File: config.mk
export PLATFORM = sky130hd
export DESIGN_NAME = ex_stage
export DESIGN_NICKNAME = d
export VERILOG_FILES = /design/src/cpu_pkg.sv /design/src/alu.sv /design/src/cmp.sv /design/src/ex_reg.sv /design/src/ex_stage.sv
export SDC_FILE = /design/constraint.sdc
export NUM_CORES = 1
export LEC_CHECK = 0
export BUFFER_PORTS_ARGS = -buffer_cell sky130_fd_sc_hd__clkbuf_2
export CAP_MARGIN = 5
export CORE_ASPECT_RATIO = 0.5
export CORE_MARGIN = 4
export CORE_UTILIZATION = 35
export CTS_BUF_LIST = sky130_fd_sc_hd__clkbuf_8 sky130_fd_sc_hd__clkbuf_16
export DETAILED_ROUTE_END_ITERATION = 12
export PLACE_DENSITY = 0.54
export SLEW_MARGIN = 20
export SYNTH_ARGS = -nofsm -noshare
export SYNTH_HDL_FRONTEND = slang
export SYNTH_SLANG_ARGS = --single-unit
File: constraint.sdc
create_clock -name clk -period 6 [get_ports clk]
set_clock_uncertainty 0.15 [all_clocks]
set_input_delay 0 -clock clk [delete_from_list [all_inputs] [get_ports clk]]
set_output_delay 0 -clock clk [all_outputs]
set_load 0.05 [all_outputs]
File: src/cpu_pkg.sv
/*
 * CPU back end package
 * Shared widths, word types, operation codes, output selects and the
 * pipeline bundles that travel between the execute and memory stages.
 * Also holds the reset/bubble values of the pipeline registers.
 */
package cpu_pkg;

    localparam int WORD_W     = 32;   // Data and address width
    localparam int DMEM_DEPTH = 256;  // Data memory size in words

    typedef logic [WORD_W-1:0]             word_t;       // Data / address word
    typedef logic [4:0]                    reg_addr_t;   // GPR number
    typedef logic [$clog2(DMEM_DEPTH)-1:0] dmem_addr_t;  // Word index into data memory

    // ALU operations, shifts take arg1[4:0]
    typedef enum logic [3:0] {
        ALU_THA  = 4'd0,  // Pass arg0
        ALU_ADDU = 4'd1,
        ALU_SUBU = 4'd2,
        ALU_AND  = 4'd3,
        ALU_OR   = 4'd4,
        ALU_XOR  = 4'd5,
        ALU_SHRL = 4'd6,  // Logical right
        ALU_SHLL = 4'd7   // Logical left
    } alu_op_e;

    // Branch compare operations
    typedef enum logic [2:0] {
        CMP_NONE = 3'd0,  // Never true
        CMP_EQ   = 3'd1,
        CMP_NE   = 3'd2,
        CMP_LT   = 3'd3,  // Signed
        CMP_LTU  = 3'd4,
        CMP_GE   = 3'd5   // Signed
    } cmp_op_e;

    typedef enum logic [1:0] {
        MEM_NOP = 2'd0,
        MEM_LDW = 2'd1,   // Load word
        MEM_STW = 2'd2    // Store word
    } mem_op_e;

    // Source of the EX stage result
    typedef enum logic [1:0] {
        OUT_ALU  = 2'd0,
        OUT_PCN  = 2'd1,  // Return address from decode
        OUT_ZERO = 2'd2
    } ex_out_sel_e;

    // Decoded instruction entering EX
    typedef struct packed {
        logic        en;
        alu_op_e     alu_op;
        word_t       alu_in_0;
        word_t       alu_in_1;     // Immediate for loads and stores
        cmp_op_e     cmp_op;
        word_t       cmp_in_0;
        word_t       cmp_in_1;
        mem_op_e     mem_op;
        word_t       mem_wr_data;
        reg_addr_t   dst_addr;
        logic        gpr_we_n;     // Active low write enable
        ex_out_sel_e out_sel;
        word_t       gpr_wr_data;  // PC + 4 for PCN
        reg_addr_t   ra_addr;
        reg_addr_t   rb_addr;
        logic        jump_taken;
    } id_ex_t;

    // EX/MEM register contents
    typedef struct packed {
        logic      en;
        mem_op_e   mem_op;
        word_t     mem_wr_data;
        reg_addr_t dst_addr;
        logic      gpr_we_n;
        word_t     ex_out;     // Result or memory address
    } ex_mem_t;

    // MEM/WB register contents, the writeback bundle
    typedef struct packed {
        logic      en;
        reg_addr_t dst_addr;
        logic      gpr_we_n;
        word_t     data;
    } mem_wb_t;

    // Bubbles loaded on reset and flush
    localparam ex_mem_t EX_MEM_BUBBLE = '{en: 1'b0, mem_op: MEM_NOP, mem_wr_data: '0,
                                         dst_addr: '0, gpr_we_n: 1'b1, ex_out: '0};
    localparam mem_wb_t MEM_WB_BUBBLE = '{en: 1'b0, dst_addr: '0, gpr_we_n: 1'b1,
                                         data: '0};

endpackage

File: src/alu.sv
/*
 * ALU
 * Combinational arithmetic, logic and shift unit of the execute stage.
 * Add and subtract are unsigned and wrap, shifts are logical and use
 * the low five bits of arg1. Unknown operation codes give zero.
 */
module alu (
    input  cpu_pkg::word_t   arg0,
    input  cpu_pkg::word_t   arg1,
    input  cpu_pkg::alu_op_e op,
    output cpu_pkg::word_t   val
);

    logic [4:0] shamt;  // Shift amount

    assign shamt = arg1[4:0];

    always_comb begin
        case (op)
            cpu_pkg::ALU_THA: begin
                val = arg0;                   // Pass through
            end
            cpu_pkg::ALU_ADDU: begin
                val = arg0 + arg1;
            end
            cpu_pkg::ALU_SUBU: begin
                val = arg0 - arg1;
            end
            cpu_pkg::ALU_AND:  val = arg0 & arg1;
            cpu_pkg::ALU_OR:   val = arg0 | arg1;
            cpu_pkg::ALU_XOR:  val = arg0 ^ arg1;
            cpu_pkg::ALU_SHRL: begin
                val = arg0 >> shamt;          // Zero fill from the top
            end
            cpu_pkg::ALU_SHLL: begin
                val = arg0 << shamt;
            end
            default: begin
                val = '0;                     // Undefined op
            end
        endcase
    end

endmodule

File: src/cmp.sv
/*
 * Branch comparator
 * Compares two words for the branch unit, signed or unsigned as the
 * operation asks. NONE and undefined codes never give true.
 */
module cmp (
    input  cpu_pkg::word_t   arg0,
    input  cpu_pkg::word_t   arg1,
    input  cpu_pkg::cmp_op_e op,
    output logic             true
);

    logic eq;      // Equal
    logic lt_s;    // Less than, signed
    logic lt_u;    // Less than, unsigned

    assign eq   = (arg0 == arg1);
    assign lt_s = ($signed(arg0) < $signed(arg1));
    assign lt_u = (arg0 < arg1);

    always_comb begin
        case (op)
            cpu_pkg::CMP_EQ:  true = eq;
            cpu_pkg::CMP_NE:  true = ~eq;
            cpu_pkg::CMP_LT:  true = lt_s;
            cpu_pkg::CMP_LTU: true = lt_u;
            cpu_pkg::CMP_GE:  true = ~lt_s;  // Signed greater or equal
            default:          true = 1'b0;   // NONE and unknown
        endcase
    end

endmodule

File: src/ex_reg.sv
/*
 * EX/MEM pipeline register
 * Holds on stall, takes a bubble on flush and otherwise captures the
 * bundle built by the execute stage. Reset clears it to a bubble.
 */
module ex_reg (
    input  logic             clk,
    input  logic             arst_n,
    // Pipeline control
    input  logic             stall,
    input  logic             flush,
    // Next and current EX/MEM contents
    input  cpu_pkg::ex_mem_t d,
    output cpu_pkg::ex_mem_t q
);

    always_ff @(posedge clk or negedge arst_n) begin
        if (!arst_n) begin
            q <= cpu_pkg::EX_MEM_BUBBLE;        // Empty pipeline after reset
        end else if (!stall) begin
            if (flush) begin
                q <= cpu_pkg::EX_MEM_BUBBLE;    // Drop the instruction in EX
            end else begin
                q <= d;
            end
        end
        // Stall keeps q as is
    end

endmodule

File: src/ex_stage.sv
/*
 * Execute stage
 * Forwards load data from MEM into the operands, runs the ALU and the
 * branch comparator, selects the stage result and drives the branch
 * target and taken flag. The result bundle goes into the EX/MEM
 * register.
 */
module ex_stage (
    input  logic             clk,
    input  logic             arst_n,
    // Pipeline control
    input  logic             stall,
    input  logic             flush,
    // Decoded instruction
    input  cpu_pkg::id_ex_t  id,
    // Load result of the instruction in MEM
    input  cpu_pkg::word_t   mem_fwd_data,
    // EX/MEM register
    output cpu_pkg::ex_mem_t ex_mem,
    // Branch outputs, combinational
    output cpu_pkg::word_t   br_addr,
    output logic             br_taken
);

    logic             load_in_mem;   // EX/MEM holds a load writing a real GPR
    logic             ra_fwd_en;
    logic             rb_fwd_en;
    cpu_pkg::word_t   alu_in_0;      // Operand after forwarding
    cpu_pkg::word_t   mem_wr_data;   // Store data after forwarding
    cpu_pkg::word_t   alu_out;
    logic             cmp_out;
    cpu_pkg::word_t   ex_out;
    cpu_pkg::ex_mem_t ex_mem_next;

    // Load-use forwarding from the instruction one stage ahead
    assign load_in_mem = ex_mem.en && (ex_mem.mem_op == cpu_pkg::MEM_LDW)
                         && !ex_mem.gpr_we_n && (ex_mem.dst_addr != '0);  // r0 never forwards
    assign ra_fwd_en   = load_in_mem && (ex_mem.dst_addr == id.ra_addr);
    assign rb_fwd_en   = load_in_mem && (ex_mem.dst_addr == id.rb_addr);

    assign alu_in_0    = ra_fwd_en ? mem_fwd_data : id.alu_in_0;
    assign mem_wr_data = rb_fwd_en ? mem_fwd_data : id.mem_wr_data;  // Load then store
    // alu_in_1 holds the immediate on a store, so it is never replaced

    alu alu_i (
        .arg0 (alu_in_0),
        .arg1 (id.alu_in_1),
        .op   (id.alu_op),
        .val  (alu_out)
    );

    cmp cmp_i (
        .arg0 (id.cmp_in_0),
        .arg1 (id.cmp_in_1),
        .op   (id.cmp_op),
        .true (cmp_out)
    );

    // Stage result select
    always_comb begin
        case (id.out_sel)
            cpu_pkg::OUT_ALU: begin
                ex_out = alu_out;
            end
            cpu_pkg::OUT_PCN: begin
                ex_out = id.gpr_wr_data;  // Link value
            end
            default: begin
                ex_out = '0;              // ZERO and unknown
            end
        endcase
    end

    // Target comes from the ALU, taken from compare or an unconditional jump
    assign br_addr  = alu_out;
    assign br_taken = cmp_out | id.jump_taken;

    // Pack the next EX/MEM bundle
    always_comb begin
        ex_mem_next.en          = id.en;
        ex_mem_next.mem_op      = id.mem_op;
        ex_mem_next.mem_wr_data = mem_wr_data;
        ex_mem_next.dst_addr    = id.dst_addr;
        ex_mem_next.gpr_we_n    = id.gpr_we_n;
        ex_mem_next.ex_out      = ex_out;     // Address for loads and stores
    end

    ex_reg ex_reg_i (
        .clk    (clk),
        .arst_n (arst_n),
        .stall  (stall),
        .flush  (flush),
        .d      (ex_mem_next),
        .q      (ex_mem)
    );

endmodule

==> results.md, run 1 <==
- GP Congestion: between 1 and 1.5
- Sequential fraction of the synthesis area: ~14%
- Max IR drop VDD: between 0.1 and 0.15 mV
- Nets: roughly 2400
- Layout cell share with drive strength beyond 1: a little over a quarter
- Routed length on met3: roughly 9 mm
- Final period util: between 90 and 100%
- Count of input and output buffers: 362
- Synthesis-stage register bit count: 73
- Max Slew Vio Count: 0
- Biggest regs: ex_reg_i.q x73
- Final Cell Area: ~0.017 mm^2
- DP Wirelength: 49.2 mm
- Commonest cells after routing, fill and taps aside: clkbuf_2, mux2i_1, nand2_1, o21ai_0, dlygate4sd3_1
- CTS buffer count: 9
- Met1 wire length: 26.5 mm
- Worst-path clk slew: approximately 70 ps
- # rows: 48
- CP top delay family: compound AO/OA/AOI/OAI gates
- DP Worst Slack: around 680 ps
- Final Hold Fails: 0
- Max-cap viol count: 0
- Commonest non-fill, non-tap cell in the layout: clkbuf_2
- Largest stage delay, worst path: 850 ps
- Die Y: 142 um
- Ys async rst share: 100%
- Clock group share of total power: 20.9%
- Static leakage power: roughly 8 nW
- Worst Hold Class: input pin to register
- Clk Latency, worst-skew pair: 340 ps
- Slew headroom: 31.9%
- Number of global-route vias before repair: approximately 14000
- Cell variety after synth: 96
- Syn Nets: 1924
- P_sw: 1.26 mW
- Worst EP arrival: ~5600 ps
- Max Clk Rate: around 0.17 GHz
- Via count: 14800
- EDFF count, synth: 0
- H-tree depth: 3
- Mapped cell area: between 0.01 and 0.015 mm^2
- Bufs and invs on worst path: 4
- Combinational share of power: 58.1%
- Met2 wire len: between 20 and 30 mm
- Critical path class: register to output pin
- Primary FF master, synth: dfrtp_1
- Power per cell area: 158 mW/mm^2
- Top reg by flops: ex_reg_i.q
- Antenna violations before repair: 0
- Final Core Density: a little under half
- Post-Syn Instances: approximately 1600
- Syn_area_per_cell: between 8 and 9 um^2
- Gr ovfl total: 0
- Drt first-iter violations: roughly 1500
- DRC viols: 0
- Min Tclk post-route: between 5000 and 6000 ps
- Synth-to-layout area growth: 31.7%
- Root Driver: clkbuf_16
- Pin count of the biggest net entering global routing: 62
- Status: complete, no violations
- Sink Count: 73
- Max reg flops: 73
- Total global-route track usage: 30.6%
- CP endpoint kind: output pin
- Largest cells by area after synthesis: dfrtp_1, mux2i_1, ha_1, mux4_2, o21ai_0
- Die area: 0.0393 mm^2
- Measured slew at the worst slew-check pin: slightly above 1000 ps
- Data required time of the critical path: slightly below 6000 ps
- Critical Path Fanout Max: 13
- Setup TNS: 0 ps
- Final worst slack: around 220 ps
- Int Pwr: between 1 and 1.5 mW
- Post-DP Area: 0.0151 mm^2
- Top cell type's share of synthesized area: 14.3%
- Top sig layer: met4
- DRT Pass-1 Iters: 6
- Reg power frac: roughly a fifth
- Final setup vio count: 0
- Core area: 0.0350 mm^2
- Chip Width: around 280 um
- Final ANT Viol Nets: 0
- CTS tree: yes
- Unrepaired setup endpoints after global routing: no
- Yosys warns: 0
- Largest area contributor in the netlist: dfrtp_1
- Via density: a little under 6
- Switching share of total power: between 40 and 50%
- Io pins: around 360
- Routed wire per std cell: approximately 25 um
- Slowest cell on the critical path: mux2i_2
- Clock Path Buffers: 2
- Initial Util: 36.0%
- Antenna diodes: 0
- Final wirelength: 62.3 mm
- Critical Path Start Type: register
- Worst-path cell chain: xnor2_1, nand4_1, nor2_8, buf_4, mux2i_2, inv_1, ha_1, a21oi_1, o21a_1, o311ai_1, a21o_1, a21oi_1, a21bo_1, xor2_1, a21boi_1, inv_1, clkbuf_2
- First-pass GRT wire length: 93.0 mm
==> cell usage after synthesis (29+ instances only) <==
cell type	count
nand2_1	144
clkbuf_1	71
xor2_1	29
nor2_1	86
xnor2_1	44
ha_1	104
dfrtp_1	72
a21oi_1	87
o21ai_1	29
o21ai_0	112
inv_1	107
mux4_2	41
mux2i_1	164
==> layer usage <==
layer,track usage (%),vias up
met5,0,-
met4,6.46,0
met3,14.1,85
met2,44.6,914
met1,41.7,7094
li1,-,6688
==> worst paths after layout <==
check                               startpoint              to  slack [ps]  cells after the start
worst max-delay path            ex_reg_i.q[33]     br_addr[30]         220                     17
worst min-delay path                     flush  ex_reg_i.q[34]           7                      3
worst max register to register  ex_reg_i.q[33]  ex_reg_i.q[30]         630                     16
worst min register to register   ex_reg_i.q[3]   ex_reg_i.q[3]         330                      2
max in group asynchronous               arst_n  ex_reg_i.q[30]        4420                      4
min in group asynchronous               arst_n  ex_reg_i.q[39]         540                      4
==> metrics by stage <==
stage | std cells | hold WS, ps | power [mW]
after floorplan | 1562 | -446 | 1.47
after global placement | 2342 | -227 | 1.99
after detailed placement | 2342 | -222 | 1.98
after CTS | 2470 | 1.35 | 2.59
after global routing | 2480 | 37.4 | 2.76
final | 2480 | 7.28 | 2.63
==> power groups by stage <==
stage	combinational, mW	clock [mW]	sequential (mW)
6_report	1.53	0.550	0.552
5_1_grt	1.62	0.576	0.557
4_1_cts	1.49	0.555	0.551
3_5_place_dp	1.42	0	0.560
3_3_place_gp	1.43	0	0.559
2_1_floorplan	0.794	0	0.678
==> worst reg2reg max path, cell delays in order (launching register included) <==
cell,delay [ps]
dfrtp_1,490
xnor2_1,240
nand4_1,380
nor2_8,380
buf_4,300
mux2i_2,850
inv_1,170
ha_1,440
a21oi_1,250
o21a_1,210
o311ai_1,110
a21o_1,200
a21oi_1,260
a21bo_1,250
xor2_1,150
a21boi_1,270
o31ai_1,120
==> what timing repair did <==
| item | in CTS | in global routing |
|---|---|---|
| hold buffers | 112 | 0 |
| endpoints found under the setup margin | 0 | 3 |
| gates resized for setup | 0 | 1 |
| setup buffers | 0 | 9 |
| hold endpoints to repair | 100 | 0 |
==> area by class of cell <==
cell class                      count  area [um^2]
Fill cell                        3466        18400
Multi-Input combinational cell   1269         9980
Timing Repair Buffer              536         3520
Sequential cell                    73         1830
Tap cell                          475          594
Inverter                          111          417
Clock buffer                       11          253
Clock inverter                      5         37.5
==> logic make-up after synthesis <==
logic type | after synthesis | share of synthesized area (%)
buf+inv | 220 | 6.78
flops | 73 | 14.5
simple gates | 401 | 15.7
mux | 220 | 22.1
xor+xnor | 75 | 5.32
compound gates | 465 | 25.0
fa+ha+maj | 108 | 10.7
Power figures use the tool's default switching activity.
==> inputs of run 2 (changes only) <==
--- a/config.mk
+++ b/config.mk
@@ -7,12 +7,14 @@
 export LEC_CHECK = 0
 export BUFFER_PORTS_ARGS = -buffer_cell sky130_fd_sc_hd__clkbuf_2
 export CAP_MARGIN = 5
+export CELL_PAD_IN_SITES_DETAIL_PLACEMENT = 1
+export CELL_PAD_IN_SITES_GLOBAL_PLACEMENT = 1
 export CORE_ASPECT_RATIO = 0.5
 export CORE_MARGIN = 4
 export CORE_UTILIZATION = 35
 export CTS_BUF_LIST = sky130_fd_sc_hd__clkbuf_8 sky130_fd_sc_hd__clkbuf_16
 export DETAILED_ROUTE_END_ITERATION = 12
-export PLACE_DENSITY = 0.54
+export PLACE_DENSITY = 0.71
 export SLEW_MARGIN = 20
 export SYNTH_ARGS = -nofsm -noshare
 export SYNTH_HDL_FRONTEND = slang
==> results.md, run 2 (synthesis results as in run 1) <==
- GP Congestion: 0.981 (-4.6%)
- CTS tree: yes
- Io pins: 363 (unchanged)
- CP top delay family: compound AO/OA/AOI/OAI gates
- P_sw: 1.29 mW (+1.9%)
- Clk Latency, worst-skew pair: 350 ps (about the same)
- Setup TNS: 0 ps (unchanged)
- Number of global-route vias before repair: 15600 (+7.4%)
- Status: complete, no violations
- Global route hottest layer: met2
- Chip Width: 277 um (unchanged)
- Min Tclk post-route: 5810 ps (+36.0 ps)
- Max Slew Vio Count: 0 (unchanged)
- Measured slew at the worst slew-check pin: 1150 ps (+143 ps)
- Worst setup path startpoint: ex_reg_i.q[33]
- Worst EP arrival: 5660 ps (+30 ps)
- Critical path class: register to output pin
- Met1 usage: 41.9% (+0.12 points)
- Critical Path Start Type: register
- Count of input and output buffers: 362 (unchanged)
- Final worst slack: 186 ps (-36.0 ps)
- Die area: 0.0393 mm^2 (unchanged)
- Worst-path clk slew: 60 ps (about the same)
- Layout cell share with drive strength beyond 1: 26.6% (-0.19 points)
- DP Worst Slack: 394 ps (-291 ps)
- Startpoint of the worst hold path: flush
- Via density: 6.12 (+2.7%)
- Routed wire per std cell: 27.2 um (+8.4%)
- Combinational share of power: 56.6% (-1.5 points)
- Nets: 2354 (-0.34%)
- DP Wirelength: 51.4 mm (+4.5%)
- Gr ovfl total: 0 (unchanged)
- Final Cell Area: 0.0166 mm^2 (-0.17%)
- Max Clk Rate: 0.172 GHz (-0.62%)
- H-tree depth: 3 (unchanged)
- FF-to-FF setup slack: 440 ps (-190 ps)
- Power per cell area: 166 mW/mm^2 (+4.9%)
- Slowest cell on the critical path: mux2i_2
- Commonest cells after routing, fill and taps aside: clkbuf_2, mux2i_1, nand2_1, o21ai_0, dlygate4sd3_1
- Data required time of the critical path: 5850 ps (about the same)
- Biggest regs: ex_reg_i.q x73
- CTS buffer count: 9 (unchanged)
- CP endpoint kind: output pin
- Total global-route track usage: 32.8% (+2.1 points)
- Final ANT Viol Nets: 0 (unchanged)
- R2R depth: 19 (+3)
- Final wirelength: 67.4 mm (+8.2%)
- Core area: 0.0350 mm^2 (unchanged)
- Post-DP Area: 0.0151 mm^2 (-0.13%)
- # fillers: 4328 (+25%)
- Max IR drop VDD: 0.113 mV (-17%)
- Crit. path cell count: 19 (+2)
- Max reg flops: 73 (unchanged)
- DRT Pass-1 Iters: 7 (+1)
- Placed cells: 2338 (-0.17%)
- Top reg by flops: ex_reg_i.q
- Reg power frac: 20.1% (-0.9 points)
- # rows: 48 (unchanged)
- Pin count of the biggest net entering global routing: 85 (+37%)
- Met2 track utilization from global routing: 49.7% (+5.1 points)
- Int Pwr: 1.47 mW (+7.3%)
- Unrepaired setup endpoints after global routing: no
- Final Core Density: 47.4% (-0.082 points)
- Post-route insts no fill: 2475 (-0.20%)
- Final setup vio count: 0 (unchanged)
- Antenna violations before repair: 3 (+3)
- Final period util: 96.9% (+0.60 points)
- Synth-to-layout area growth: 31.5%
- Initial Util: 36.0% (unchanged)
- First-pass GRT wire length: 99.4 mm (+6.9%)
- Clock Path Buffers: 2 (unchanged)
- Sink Count: 73 (unchanged)
- Worst flop-to-flop path endpoint: ex_reg_i.q[29]
- Die Y: 142 um (unchanged)
- Worst-path cell chain: xnor2_1, nand4_1, buf_4, nor2_8, buf_4, mux2i_2, buf_4, inv_1, ha_1, a21oi_1, o21ai_0, a21oi_1, a21boi_0, o21ai_0, a21oi_1, o21ai_0, a21oi_1, o21ai_0, clkbuf_2
- Critical Path Fanout Max: 18 (+5)
- CP Capture Point: br_addr[29]
- Static leakage power: 7.95 nW (-0.35%)
- Final Hold Fails: 0 (unchanged)
- Met3 GRT Util: 14.4% (+0.33 points)
- Launch point of the worst reg-to-reg path: ex_reg_i.q[33]
- Switching share of total power: 46.6% (-1.3 points)
- Slew headroom: 23.1% (-8.8 points)
- Largest stage delay, worst path: 500 ps (-350 ps)
- Bufs and invs on worst path: 5 (+1)
- Via count: 15100 (+2.5%)
- Root Driver: clkbuf_16
- Clock group share of total power: 23.3% (+2.4 points)
- Max-cap viol count: 0 (unchanged)
- DRC viols: 0 (unchanged)
- Worst Hold Class: input pin to register
- Commonest non-fill, non-tap cell in the layout: clkbuf_2
- Drt first-iter violations: 1901 (+24%)
## run 2: power groups by stage
stage          sequential, mW  clock, mW  combinational [mW]
2_1_floorplan           0.678          0               0.794
3_3_place_gp            0.559          0                1.42
3_5_place_dp            0.560          0                1.44
4_1_cts                 0.551      0.649                1.50
5_1_grt                 0.557      0.676                1.65
6_report                0.554      0.643                1.56
## run 2: through the flow
step	power, mW	hold slack [ps]
3_5_place_dp	2.00	-253
2_1_floorplan	1.47	-446
3_3_place_gp	1.98	-259
6_report	2.76	15.5
5_1_grt	2.88	41.8
4_1_cts	2.70	2.21
## run 2: repair_timing
| action | CTS | global route |
|---|---|---|
| endpoints found under the setup margin | 0 | 9 |
| hold buffers | 110 | 0 |
| gates resized for setup | 0 | 1 |
| buffers inserted | 0 | 8 |
| hold endpoints to repair | 145 | 0 |
## run 2: worst register-to-register path: stages (launching register included)
cell,delay [ps]
dfrtp_1,480
xnor2_1,340
nand4_1,150
buf_4,200
nor2_8,190
buf_4,380
mux2i_2,510
buf_4,290
inv_1,90
ha_1,400
a21oi_1,180
o21ai_0,100
a21oi_1,220
a21boi_0,260
o21ai_0,210
a21oi_1,200
o21ai_0,180
a21oi_1,420
o211ai_1,180
a32o_1,300
## run 2: how the worst min path moves through the flow
| stage | endpoint | slack [ps] | cells after the start |
|---|---|---|---|
| 6_report | ex_reg_i.q[71] | 20 | 3 |
| 5_1_grt | ex_reg_i.q[71] | 40 | 3 |
| 4_1_cts | ex_reg_i.q[71] | 2 | 3 |
| 3_5_place_dp | ex_reg_i.q[43] | -250 | 1 |
| 3_3_place_gp | ex_reg_i.q[43] | -260 | 1 |
| 2_1_floorplan | ex_reg_i.q[0] | -450 | 0 |
## run 2: routing by layer
metal / share of wire [%] / up-vias
li1: - / 6671
met5: 0.13 / -
met3: 13 / 148
met1: 41 / 7457
met4: 3.6 / 2
met2: 43 / 866
## run 2: layout make-up
cell class / count / area [um^2] / share of cell area (%)
antenna: 3 / 7.51 / 0.0452
clock buffer: 9 / 225 / 1.36
clock inverter: 7 / 119 / 0.716
inverter: 111 / 417 / 2.51
multi-input combinational: 1269 / 9980 / 60.1
sequential: 73 / 1830 / 11.0
tap: 475 / 594 / 3.58
timing repair buffer: 528 / 3430 / 20.6
